<file path="src/source/rob_pkg.sv">
package rob_pkg;

   // ROB index, 64 entries
   localparam int ROB_IDX_W = 6;
   localparam int ROB_DEPTH = 1 << ROB_IDX_W;

   // slots per dispatch group
   localparam int DISP_W = 4;

   typedef logic [ROB_IDX_W-1:0] rob_idx_t;

   // 0..DISP_W slots
   typedef logic [2:0] disp_cnt_t;

   // 0..ROB_DEPTH entries, one bit wider than an index
   typedef logic [ROB_IDX_W:0] rob_cnt_t;

endpackage
</file>
<file path="src/source/rob_alloc_if.sv">
`timescale 1ns/1ps

// one dispatch group, from the tail allocator to control and branch FIFO
interface rob_alloc_if import rob_pkg::*; ();

   rob_idx_t [DISP_W-1:0] slot_idx;   // tail+i per slot
   logic [DISP_W-1:0]     brnc_mask;  // branch flags, valid slots only
   disp_cnt_t             grp_cnt;    // contiguous valid slots from slot 0
   logic                  accept;     // group taken at this edge

   modport alloc (
      output slot_idx,
      output brnc_mask,
      output grp_cnt,
      input  accept
   );

   modport ctrl (
      input  brnc_mask,
      input  grp_cnt,
      output accept
   );

   modport fifo (
      input  slot_idx,
      input  brnc_mask,
      input  accept
   );

endinterface

</file>
<file path="src/source/rob_top.sv">
`timescale 1ns/1ps

module rob_top import rob_pkg::*; #(
   parameter int BRNC_DEPTH = 2
) (
   input  logic                            clk,
   input  logic                            rst_n,
   input  logic [DISP_W-1:0]               disp_valid,
   input  logic [DISP_W-1:0]               disp_branch,
   output logic                            disp_ready,
   output rob_idx_t                        disp_base_idx,
   input  logic                            complete_valid,
   input  rob_idx_t                        complete_idx,
   input  logic                            resolve_valid,
   input  rob_idx_t                        resolve_idx,
   input  logic                            resolve_mispred,
   output logic                            resolve_err,
   output logic                            commit_valid,
   output rob_idx_t                        commit_idx,
   output logic [$clog2(BRNC_DEPTH+1)-1:0] brnc_count
);

   rob_cnt_t free_cnt;
   rob_cnt_t occ_cnt;
   rob_idx_t head_idx;    // oldest branch
   rob_idx_t rewind_idx;
   logic     empty;
   logic     pop;
   logic     flush;
   logic     rewind;
   logic     retire;

   rob_alloc_if i_alloc ();

   assign occ_cnt = rob_cnt_t'(ROB_DEPTH) - free_cnt;

   rob_ctrl #(
      .BRNC_DEPTH (BRNC_DEPTH)
   ) i_ctrl (
      .clk             (clk),
      .rst_n           (rst_n),
      .alloc           (i_alloc),
      .free_cnt        (free_cnt),
      .brnc_count      (brnc_count),
      .empty           (empty),
      .head_idx        (head_idx),
      .resolve_valid   (resolve_valid),
      .resolve_mispred (resolve_mispred),
      .resolve_idx     (resolve_idx),
      .disp_ready      (disp_ready),
      .pop             (pop),
      .flush           (flush),
      .rewind          (rewind),
      .rewind_idx      (rewind_idx),
      .resolve_err     (resolve_err)
   );

   rob_tail_alloc i_tail (
      .clk         (clk),
      .rst_n       (rst_n),
      .alloc       (i_alloc),
      .disp_valid  (disp_valid),
      .disp_branch (disp_branch),
      .rewind      (rewind),
      .rewind_idx  (rewind_idx),
      .head        (commit_idx),
      .retire      (retire),
      .free_cnt    (free_cnt),
      .tail        (disp_base_idx)
   );

   branch_fifo #(
      .BRNC_DEPTH (BRNC_DEPTH)
   ) i_brnc_fifo (
      .clk        (clk),
      .rst_n      (rst_n),
      .alloc      (i_alloc),
      .pop        (pop),
      .flush      (flush),
      .head_idx   (head_idx),
      .brnc_count (brnc_count),
      .empty      (empty)
   );

   rob_commit i_commit (
      .clk            (clk),
      .rst_n          (rst_n),
      .complete_valid (complete_valid),
      .complete_idx   (complete_idx),
      .rewind         (rewind),
      .rewind_idx     (rewind_idx),
      .tail           (disp_base_idx),
      .alloc_cnt      (occ_cnt),
      .commit_valid   (commit_valid),
      .commit_idx     (commit_idx),
      .retire         (retire)
   );

endmodule

</file>
<file path="src/source/rob_commit.sv">
`timescale 1ns/1ps

module rob_commit import rob_pkg::*; (
   input  logic     clk,
   input  logic     rst_n,
   input  logic     complete_valid,
   input  rob_idx_t complete_idx,
   input  logic     rewind,
   input  rob_idx_t rewind_idx,
   input  rob_idx_t tail,
   input  rob_cnt_t alloc_cnt,
   output logic     commit_valid,
   output rob_idx_t commit_idx,
   output logic     retire
);

   logic [ROB_DEPTH-1:0] done;
   logic [ROB_DEPTH-1:0] live;      // entry stays allocated past this edge
   logic [ROB_DEPTH-1:0] set_vec;
   logic [ROB_DEPTH-1:0] ret_vec;
   rob_idx_t             head;
   rob_idx_t             kill_span; // entries dropped by a rewind

   assign kill_span = tail - rewind_idx;

   // an entry is live when it sits in the occupied window
   // and is not younger than a mispredicted branch
   for (genvar i = 0; i < ROB_DEPTH; i++)
   begin : g_ent
      rob_idx_t off_head;
      rob_idx_t off_rew;

      assign off_head = rob_idx_t'(i) - head;
      assign off_rew  = rob_idx_t'(i) - rewind_idx;
      assign live[i]  = ({1'b0, off_head} < alloc_cnt)
                        && !(rewind && (off_rew < kill_span));
   end

   assign set_vec = complete_valid ? (ROB_DEPTH'(1) << complete_idx) : '0;
   assign ret_vec = retire ? (ROB_DEPTH'(1) << head) : '0;

   // free entries read as not done, so a new allocation starts clear
   always_ff @(posedge clk or negedge rst_n)
   begin
      if (!rst_n)
         done <= '0;
      else
         done <= (done | set_vec) & live & ~ret_vec;
   end

   always_ff @(posedge clk or negedge rst_n)
   begin
      if (!rst_n)
         head <= '0;
      else if (retire)
         head <= head + 1'b1;
   end

   // one retirement per cycle, no back-pressure
   assign commit_valid = (alloc_cnt != '0) && done[head];
   assign commit_idx   = head;
   assign retire       = commit_valid;

endmodule

</file>
<file path="src/source/branch_fifo.sv">
`timescale 1ns/1ps

module branch_fifo import rob_pkg::*; #(
   parameter int BRNC_DEPTH = 2
) (
   input  logic                            clk,
   input  logic                            rst_n,
   rob_alloc_if.fifo                       alloc,
   input  logic                            pop,
   input  logic                            flush,
   output rob_idx_t                        head_idx,
   output logic [$clog2(BRNC_DEPTH+1)-1:0] brnc_count,
   output logic                            empty
);

   localparam int PTR_W = $clog2(BRNC_DEPTH);
   localparam int CNT_W = $clog2(BRNC_DEPTH + 1);

   rob_idx_t         mem [BRNC_DEPTH];
   logic [PTR_W-1:0] rd_ptr;
   logic [PTR_W-1:0] wr_ptr;
   logic [PTR_W-1:0] wr_ptr1;   // slot for a second branch
   logic [CNT_W-1:0] count;
   logic [1:0]       n_push;
   rob_idx_t         br0;
   rob_idx_t         br1;

   // first and second branch of the group, in slot order
   always_comb
   begin
      n_push = '0;
      br0    = '0;
      br1    = '0;
      for (int i = 0; i < DISP_W; i++)
      begin
         if (alloc.brnc_mask[i])
         begin
            if (n_push == 2'd0)
               br0 = alloc.slot_idx[i];
            else
               br1 = alloc.slot_idx[i];
            n_push = n_push + 1'b1;
         end
      end
      if (!alloc.accept)
         n_push = '0;
   end

   assign wr_ptr1 = wr_ptr + 1'b1;

   always_ff @(posedge clk)
   begin
      if (n_push != 2'd0)
         mem[wr_ptr] <= br0;
      if (n_push == 2'd2)
         mem[wr_ptr1] <= br1;
   end

   // pop and push may share an edge
   always_ff @(posedge clk or negedge rst_n)
   begin
      if (!rst_n)
      begin
         rd_ptr <= '0;
         wr_ptr <= '0;
         count  <= '0;
      end
      else if (flush)
      begin
         rd_ptr <= '0;
         wr_ptr <= '0;
         count  <= '0;
      end
      else
      begin
         rd_ptr <= rd_ptr + PTR_W'(pop);
         wr_ptr <= wr_ptr + PTR_W'(n_push);
         count  <= count - CNT_W'(pop) + CNT_W'(n_push);
      end
   end

   assign head_idx   = mem[rd_ptr];   // oldest unresolved branch
   assign brnc_count = count;
   assign empty      = (count == '0);

endmodule

</file>
<file path="src/source/rob_tail_alloc.sv">
`timescale 1ns/1ps

module rob_tail_alloc import rob_pkg::*; (
   input  logic              clk,
   input  logic              rst_n,
   rob_alloc_if.alloc        alloc,
   input  logic [DISP_W-1:0] disp_valid,
   input  logic [DISP_W-1:0] disp_branch,
   input  logic              rewind,
   input  rob_idx_t          rewind_idx,
   input  rob_idx_t          head,
   input  logic              retire,
   output rob_cnt_t          free_cnt,
   output rob_idx_t          tail
);

   rob_cnt_t          occ;         // occupied entries
   rob_cnt_t          occ_nxt;
   disp_cnt_t         grp_cnt;
   logic [DISP_W-1:0] valid_mask;
   logic              run;
   rob_idx_t          br_off;      // branch distance from head

   // only the leading run of valid slots counts
   always_comb
   begin
      grp_cnt    = '0;
      valid_mask = '0;
      run        = 1'b1;
      for (int i = 0; i < DISP_W; i++)
      begin
         run           = run & disp_valid[i];
         valid_mask[i] = run;
         if (run)
            grp_cnt = grp_cnt + 1'b1;
      end
   end

   always_comb
   begin
      for (int i = 0; i < DISP_W; i++)
         alloc.slot_idx[i] = tail + rob_idx_t'(i);   // wraps at 63
   end

   assign alloc.brnc_mask = disp_branch & valid_mask;
   assign alloc.grp_cnt   = grp_cnt;

   assign br_off = rewind_idx - head - 1'b1;

   always_comb
   begin
      if (rewind)
         occ_nxt = {1'b0, br_off} + 1'b1;    // head up to the branch survives
      else if (alloc.accept)
         occ_nxt = occ + rob_cnt_t'(grp_cnt);
      else
         occ_nxt = occ;
      occ_nxt = occ_nxt - rob_cnt_t'(retire);
   end

   always_ff @(posedge clk or negedge rst_n)
   begin
      if (!rst_n)
      begin
         tail <= '0;
         occ  <= '0;
      end
      else
      begin
         occ <= occ_nxt;
         if (rewind)
            tail <= rewind_idx;
         else if (alloc.accept)
            tail <= tail + rob_idx_t'(grp_cnt);
      end
   end

   assign free_cnt = rob_cnt_t'(ROB_DEPTH) - occ;

endmodule

</file>
<file path="src/source/rob_ctrl.sv">
`timescale 1ns/1ps

module rob_ctrl import rob_pkg::*; #(
   parameter int BRNC_DEPTH = 2
) (
   input  logic                            clk,
   input  logic                            rst_n,
   rob_alloc_if.ctrl                       alloc,
   input  rob_cnt_t                        free_cnt,
   input  logic [$clog2(BRNC_DEPTH+1)-1:0] brnc_count,
   input  logic                            empty,
   input  rob_idx_t                        head_idx,
   input  logic                            resolve_valid,
   input  logic                            resolve_mispred,
   input  rob_idx_t                        resolve_idx,
   output logic                            disp_ready,
   output logic                            pop,
   output logic                            flush,
   output logic                            rewind,
   output rob_idx_t                        rewind_idx,
   output logic                            resolve_err
);

   disp_cnt_t brnc_need;   // branches in this group
   logic      head_hit;    // resolution matches the oldest branch
   logic      mispred_ok;
   logic      rob_room;
   logic      brnc_room;

   always_comb
   begin
      brnc_need = '0;
      for (int i = 0; i < DISP_W; i++)
      begin
         if (alloc.brnc_mask[i])
            brnc_need = brnc_need + 1'b1;
      end
   end

   // branches must resolve oldest first
   assign head_hit   = resolve_valid && !empty && (resolve_idx == head_idx);
   assign mispred_ok = head_hit && resolve_mispred;

   assign rob_room  = free_cnt >= DISP_W;   // always room for a full group
   assign brnc_room = (int'(brnc_count) + int'(brnc_need)) <= BRNC_DEPTH;

   // the source holds its group while a flush is going on
   assign disp_ready   = rob_room && brnc_room && !mispred_ok;
   assign alloc.accept = disp_ready && (alloc.grp_cnt != '0);

   assign pop        = head_hit && !resolve_mispred;
   assign flush      = mispred_ok;
   assign rewind     = mispred_ok;
   assign rewind_idx = resolve_idx + 1'b1;  // wraps at 63

   // wrong order or nothing pending
   always_ff @(posedge clk or negedge rst_n)
   begin
      if (!rst_n)
         resolve_err <= 1'b0;
      else
         resolve_err <= resolve_valid && !head_hit;
   end

endmodule

</file>
<file path="config.mk">
export PLATFORM = sky130hd
export DESIGN_NAME = rob_top
export DESIGN_NICKNAME = d
export VERILOG_FILES = /design/src/source/rob_pkg.sv /design/src/source/rob_alloc_if.sv /design/src/source/rob_top.sv /design/src/source/rob_commit.sv /design/src/source/branch_fifo.sv /design/src/source/rob_tail_alloc.sv /design/src/source/rob_ctrl.sv
export SDC_FILE = /design/constraint.sdc
export NUM_CORES = 1
export LEC_CHECK = 0
export BUFFER_PORTS_ARGS = -buffer_cell sky130_fd_sc_hd__clkbuf_2
export CAP_MARGIN = 5
export CELL_PAD_IN_SITES_DETAIL_PLACEMENT = 0
export CELL_PAD_IN_SITES_GLOBAL_PLACEMENT = 1
export CORE_ASPECT_RATIO = 1.75
export CORE_MARGIN = 4
export CORE_UTILIZATION = 50
export CTS_CLUSTER_SIZE = 20
export DETAILED_ROUTE_END_ITERATION = 12
export MAX_ROUTING_LAYER = met4
export PLACE_DENSITY = 0.92
export SYNTH_ARGS = -nofsm -noshare
export SYNTH_HDL_FRONTEND = slang
export SYNTH_HIERARCHICAL = 1
export SYNTH_SLANG_ARGS = --single-unit
</file>
<file path="constraint.sdc">
create_clock -name clk -period 11.1 [get_ports clk]
set_input_delay 0.555 -clock clk [delete_from_list [all_inputs] [get_ports clk]]
set_output_delay 0.555 -clock clk [all_outputs]
set_load 0.05 [all_outputs]
</file>
==> run_results.csv, run 1 <==
group,metric,value,unit
synthesis,ys_ff_latch,100,
synthesis,yosysWarnings,6,
global_route,grt_max_degree,65,
synthesis,synthDistinctLibCells,105,
clock_tree,clock-sinks,100,
timing,holdWs,0.1445,ns
clock_tree,cts_made_buffers,9,
placement,port_buffers,41,
clock_tree,cts_repair_resize_count,0,
drt,vias,14290,
global_route,grt_usage,0.3258,
timing,tightest_slew,1.181,ns
worst_setup_path,r2r_setup_slack,6.19,ns
placement,placed_cell_area,16050,um2
clock_tree,cts-htree-levels,3,
global_route,grt-ovfl-total,0,
drt,drt_iter0_markers,825,
timing,clock_skew,0.009473,ns
status,status,"finished clean",
final_layout,drive_above_1_share,0.07596,
drt,viasPerCell,6.393,
placement,pre_cts_ws,5.642,ns
timing,fin_ws,6.007,ns
synthesis,synth_area,15600,um2
floorplanning,rows,85,
drt,routed_wl,54580,um
placement,gp_congestion,1.035,
worst_setup_path,cp-start-kind,"primary input",
worst_setup_path,cpMostUsedCell,"ha_1",
worst_setup_path,cp_max_fo,38,
drt,drtAntennaViolNets,0,
timing,relSlewSlack,0.2067,
final_layout,stdcell_area,16340,um2
synthesis,synth_flop_cell,"dfrtp_1",
worst_setup_path,worst_path_dominant_cell_family,"compound AO/OA/AOI/OAI gates",
timing,period_share,0.4589,
floorplanning,die_h,241.6,um
worst_setup_path,cp.required,11.41,ns
clock_tree,cts_hold_buf,0,
timing,finalSetupTns,0,ns
worst_setup_path,crit_chain,"clkbuf_2, ha_1, xor2_1, buf_4, inv_1, ha_1, a21oi_1, o21ai_4, a21o_1, a211o_1, nand2_1, inv_1, buf_4, ha_1, o21ai_0, a221o_1, a221oi_1, a21boi_0",
synthesis,synth-edff-count,12,
floorplanning,initial_utilization,0.5074,
clock_tree,root_buffer,"clkbuf_16",
global_route,grt_pass1_vias,14450,
floorplanning,pin_count,42,
timing,post-route-min-period,5.093,ns
clock_tree,cts_buffer_depth,2,
final_layout,nets,2161,
floorplanning,core_area,30740,um2
clock_tree,cts_tree,"done",
timing,setup_violations,0,
worst_hold_path,hold_class,"in2async",
placement,hpwl,43710,um
drt,first_pass_iters,6,
global_route,antenna_found_initial,1,
synthesis,synth-async-reset-ratio,0.8800,
final_layout,areaGrowthSynthToFinish,4.790,%
worst_setup_path,cp-end-kind,"register",
clock_tree,clkTransAtPathRegs,0.08,ns
timing,max_freq,0.1963,GHz
timing,drv_slew,0,
worst_setup_path,path_buf_inv,5,
worst_setup_path,critical-path-max-stage-delay,0.60,ns
drt,routedWlPerCell,24.42,um
synthesis,synth_cells,1848,
run,timing.max_cap.violations,0,
drt,drc,0,
clock_tree,clock_latency,0.39,ns
floorplanning,die_x,141.5,um
global_route,grt_pass1_wl,83950,um
synthesis,yosysSeqAreaShare,0.1643,
timing,rsz0062_at_grt,"no",
floorplanning,design.die.area,34190,um2
synthesis,syn_nets,2171,
worst_setup_path,critPathKind,"in2reg",
timing,hold_viol_final,0,
worst_setup_path,slowest_stage,"nand2_1",
clock_tree,cts_setup_buffers,0,
worst_setup_path,arrival,5.40,ns
synthesis,avgSynthCellArea,8.440,um2
-- layout by cell type (no fill, tap or decap), types with 13 or more instances in the layout --
cell type	Yosys	layout
ha_1	292	292
inv_1	186	185
a21oi_1	177	177
xnor2_1	128	126
nand2_1	105	105
dfrtp_1	88	87
nor2_1	80	79
a21o_1	71	71
o21ai_0	57	57
mux2i_1	51	51
a211oi_1	47	47
clkbuf_2	1	40
nand3_1	36	36
nor3_1	33	33
xor2_1	33	32
nor2b_1	27	27
buf_4	12	24
a31oi_1	23	23
maj3_1	18	18
nand2b_1	17	17
a221oi_1	17	17
a22oi_1	16	16
a221o_1	16	16
and3_1	15	15
o22ai_1	13	13
-- metal layers --
metal | global-route usage | routed length [um]
met1 | 0.3340 | 19090
met2 | 0.5598 | 27570
met3 | 0.03578 | 2664
met4 | 0.2506 | 5258
met5 | - | 0
-- through the flow --
| step | util | cells |
|---|---|---|
| floorplan | - | 1848 |
| global placement | 0.5220 | 2218 |
| detailed placement | 0.5220 | 2218 |
| CTS | 0.5317 | 2234 |
| global route | 0.5317 | 2235 |
| finish | 0.5317 | 2235 |
-- cell usage after synthesis, types with 8 or more instances --
master    instances  area, um2
nand3_1          36      180.2
a31oi_1          23      143.9
a221oi_1         17      148.9
o21a_1            9      67.56
edfxtp_1         12      360.4
nor2_1           80      300.3
o22ai_1          13      81.33
and2_1            9      56.30
a21oi_1         177      885.9
a22oi_1          16      120.1
xnor2_1         128       1121
nor3_1           33      165.2
nand2b_1         17      106.4
dfrtp_1          88       2202
mux2i_1          51      510.5
mux2_2            8      90.09
inv_1           186      698.2
o21ai_0          57      285.3
a211o_1          11      96.34
clkbuf_1         45      168.9
o21bai_1         11      82.58
nand2_1         105      394.1
buf_4            12      90.09
a221o_1          16      160.2
nor3b_1          10      75.07
xor2_1           33      289.0
a21o_1           71      533.0
ha_1            292       3654
a211oi_1         47      352.8
buf_2            10      50.05
maj3_1           18      180.2
nor2b_1          27      168.9
and3_1           15      93.84
buf_1             8      30.03
-- flip-flops by register name (all words and copies together) (netlist names) --
register / cells
i_brnc_fifo/brnc_count: 2
i_commit/commit_idx: 6
i_tail/tail: 6
i_tail/occ: 7
i_ctrl/resolve_err: 1
i_brnc_fifo/wr_ptr: 1
i_commit/done: 64
i_brnc_fifo/mem: 12
i_brnc_fifo/rd_ptr: 1
-- worst paths after layout --
path,start,end,depth (start not counted)
worst max-delay path,resolve_idx[0],i_commit/done[38],18
worst min-delay path,rst_n,i_commit/done[40],1
worst max register to register,i_tail/occ[0],i_tail/occ[6],18
worst min register to register,i_commit/done[15],i_commit/done[15],2
max in group asynchronous,rst_n,i_commit/commit_idx[2],2
min in group clk,resolve_valid,i_ctrl/resolve_err,2
-- cell families after synthesis --
logic type               after synthesis  share of synthesized area
AO/OA/AOI/OAI                        556                     0.2463
buffers and inverters                275                    0.07557
multiplexers                          59                    0.03851
XOR/XNOR                             166                    0.09659
AND/OR/NAND/NOR                      372                     0.1223
adder cells (fa/ha/maj)              320                     0.2564
flip-flops                           100                     0.1643
-- cell type report --
class	instances	area, um2
inverter	190	715.7
clock inverter	6	45.04
sequential	100	2564
multi-input combinational	1473	11900
timing repair buffer	64	380.4
clock buffer	10	250.2
antenna	1	2.502
fill	2972	14390
tap	391	489.2
Power of run 1 is left out: the tool's default activity adds up to more than one toggle a clock period on the data nets, which glitch-free logic cannot reach.
==> run 2: changes to the inputs <==
--- a/config.mk
+++ b/config.mk
@@ -11,11 +11,11 @@
 export CELL_PAD_IN_SITES_GLOBAL_PLACEMENT = 1
 export CORE_ASPECT_RATIO = 1.75
 export CORE_MARGIN = 4
-export CORE_UTILIZATION = 50
+export CORE_UTILIZATION = 45
 export CTS_CLUSTER_SIZE = 20
 export DETAILED_ROUTE_END_ITERATION = 12
 export MAX_ROUTING_LAYER = met4
-export PLACE_DENSITY = 0.92
+export PLACE_DENSITY = 0.88
 export SYNTH_ARGS = -nofsm -noshare
 export SYNTH_HDL_FRONTEND = slang
 export SYNTH_HIERARCHICAL = 1
==> constraint.sdc (replaced) <==
create_clock -name clk -period 4.4 [get_ports clk]
set_input_delay 0.22 -clock clk [delete_from_list [all_inputs] [get_ports clk]]
set_output_delay 0.22 -clock clk [all_outputs]
set_load 0.05 [all_outputs]
==> run 2 against run 1 <==
Against the previous run:
- die area grew 11%
- critical path depth is 9 lower
- highest routed layer unchanged
- cell area up 2.6%
- critical path type is now reg2out
- via count is 0.53% higher
- global-route usage decreased by 2.9 points
- wire length is 0.45% higher
==> run_results.csv, run 2 (synthesis gave the netlist of run 1 again) <==
group,metric,value,unit
final_layout,multi_input_area,11920,um2
clock_tree,root_buffer,"clkbuf_16",
final_layout,top_register,"i_commit/done",
timing,tightest_slew,1.042,ns
worst_setup_path,path_buf_inv,3,
drt,routedWlPerCell,23.42,um
floorplanning,rows,90,
clock_tree,cts_setup_buffers,0,
floorplanning,pin_count,42,
final_layout,nets,2199,
floorplanning,core_area,34350,um2
floorplanning,die_h,254.3,um
worst_setup_path,slowest_stage,"dfrtp_1",
final_layout,drive_above_1_share,0.09569,
floorplanning,initial_utilization,0.4541,
clock_tree,cts_tree,"done",
worst_setup_path,cp-start-kind,"register",
global_route,antenna_found_initial,0,
drt,viasPerCell,6.136,
final_layout,top_regs,"i_commit/done x64, i_brnc_fifo/mem x12, i_tail/occ x7",
global_route,grt_pass1_vias,14570,
drt,drtAntennaViolNets,0,
floorplanning,design.die.area,37820,um2
final_layout,areaGrowthSynthToFinish,7.509,%
clock_tree,cts_made_buffers,9,
timing,clock_skew,0.01537,ns
timing,period_share,0.9102,
global_route,grt_max_degree,52,
drt,first_pass_iters,7,
timing,finalSetupTns,0,ns
worst_setup_path,cp-end-kind,"output port",
placement,port_buffers,41,
worst_setup_path,crit_chain,"nor2b_1, buf_4, a22oi_1, nand2_1, o31ai_1, o21bai_1, nand2_1, buf_4, clkbuf_2",
global_route,grt-ovfl-total,0,
status,status,"finished clean",
timing,drv_slew,0,
clock_tree,cts-htree-levels,3,
timing,max_freq,0.2497,GHz
clock_tree,cts_buffer_depth,2,
placement,hpwl,44660,um
drt,vias,14370,
drt,drc,0,
worst_setup_path,worst_path_dominant_cell_family,"compound AO/OA/AOI/OAI gates",
clock_tree,clock_latency,0.38,ns
worst_setup_path,cp_max_fo,15,
worst_setup_path,critPathKind,"reg2out",
timing,rsz0062_at_grt,"no",
worst_setup_path,arrival,3.78,ns
final_layout,fillCellCount,3324,
final_layout,final_cell_mix,"ha_1, inv_1, a21oi_1",
timing,relSlewSlack,0.3040,
timing,hold_viol_final,0,
final_layout,largest_register_ffs,64,
worst_setup_path,cp.required,4.18,ns
timing,setup_violations,0,
clock_tree,clock-sinks,100,
drt,routed_wl,54830,um
global_route,grt_usage,0.2966,
timing,post-route-min-period,4.005,ns
final_layout,antenna-diode-count,0,
global_route,grt_pass1_wl,83900,um
worst_hold_path,hold_class,"in2reg",
run,timing.max_cap.violations,0,
final_layout,seq_area,2565,um2
drt,drt_iter0_markers,876,
worst_setup_path,critical-path-max-stage-delay,0.88,ns
final_layout,mostFrequentLayoutCell,"ha_1",
floorplanning,die_x,148.7,um
clock_tree,clkTransAtPathRegs,0.09,ns
placement,gp_congestion,1.100,
[run 2: final timing paths]
| check | slack [ns] | endpoint | cells after the start | startpoint |
|---|---|---|---|---|
| max | 0.40 | commit_valid | 9 | i_commit/commit_idx[0] |
| min | 0.08 | i_ctrl/resolve_err | 2 | resolve_valid |
| max reg2reg | 0.42 | i_tail/occ[6] | 12 | i_commit/commit_idx[0] |
| min reg2reg | 0.60 | i_commit/done[32] | 2 | i_commit/done[32] |
| max in group asynchronous | 2.92 | i_commit/commit_idx[2] | 3 | rst_n |
| min in group asynchronous | 0.42 | i_tail/occ[1] | 2 | rst_n |
[run 2: area by class of cell]
cell class,instances,share of cell area
clock buffer,9,0.01343
clock inverter,7,0.004403
inverter,190,0.04291
multi-input combinational,1473,0.7106
sequential,100,0.1530
tap,460,0.03433
timing repair buffer,102,0.04134
[run 2: repair_timing]
| action | CTS | global route |
|---|---|---|
| hold buffers | 1 | 0 |
| endpoints found under the setup margin | 0 | 1 |
| endpoints found under the hold margin | 50 | 0 |
| resized for setup | 0 | 1 |
[run 2: per-layer routing]
| layer | up-vias | GRT usage | share of wire |
|---|---|---|---|
| met3 | 210 | 0.02720 | 0.039 |
| met2 | 518 | 0.5292 | 0.51 |
| met1 | 6917 | 0.2977 | 0.36 |
| met4 | 0 | 0.2230 | 0.091 |
| met5 | - | - | 0 |
| li1 | 6720 | - | - |
[run 2: metrics by stage]
step	instances	instance area, um2	utilization	setup slack [ns]	hold slack (ns)
2_1_floorplan	1848	15620	-	0.003114	-0.07559
3_3_place_gp	2324	16460	0.4792	0.2263	0.3135
6_report	2341	16770	0.4882	0.3952	0.08475
5_1_grt	2341	16770	0.4882	0.1431	0.08040
3_5_place_dp	2324	16460	0.4792	0.1676	0.3195
4_1_cts	2341	16770	0.4882	0.4120	0.06314
Power of run 2 is left out for the same reason.
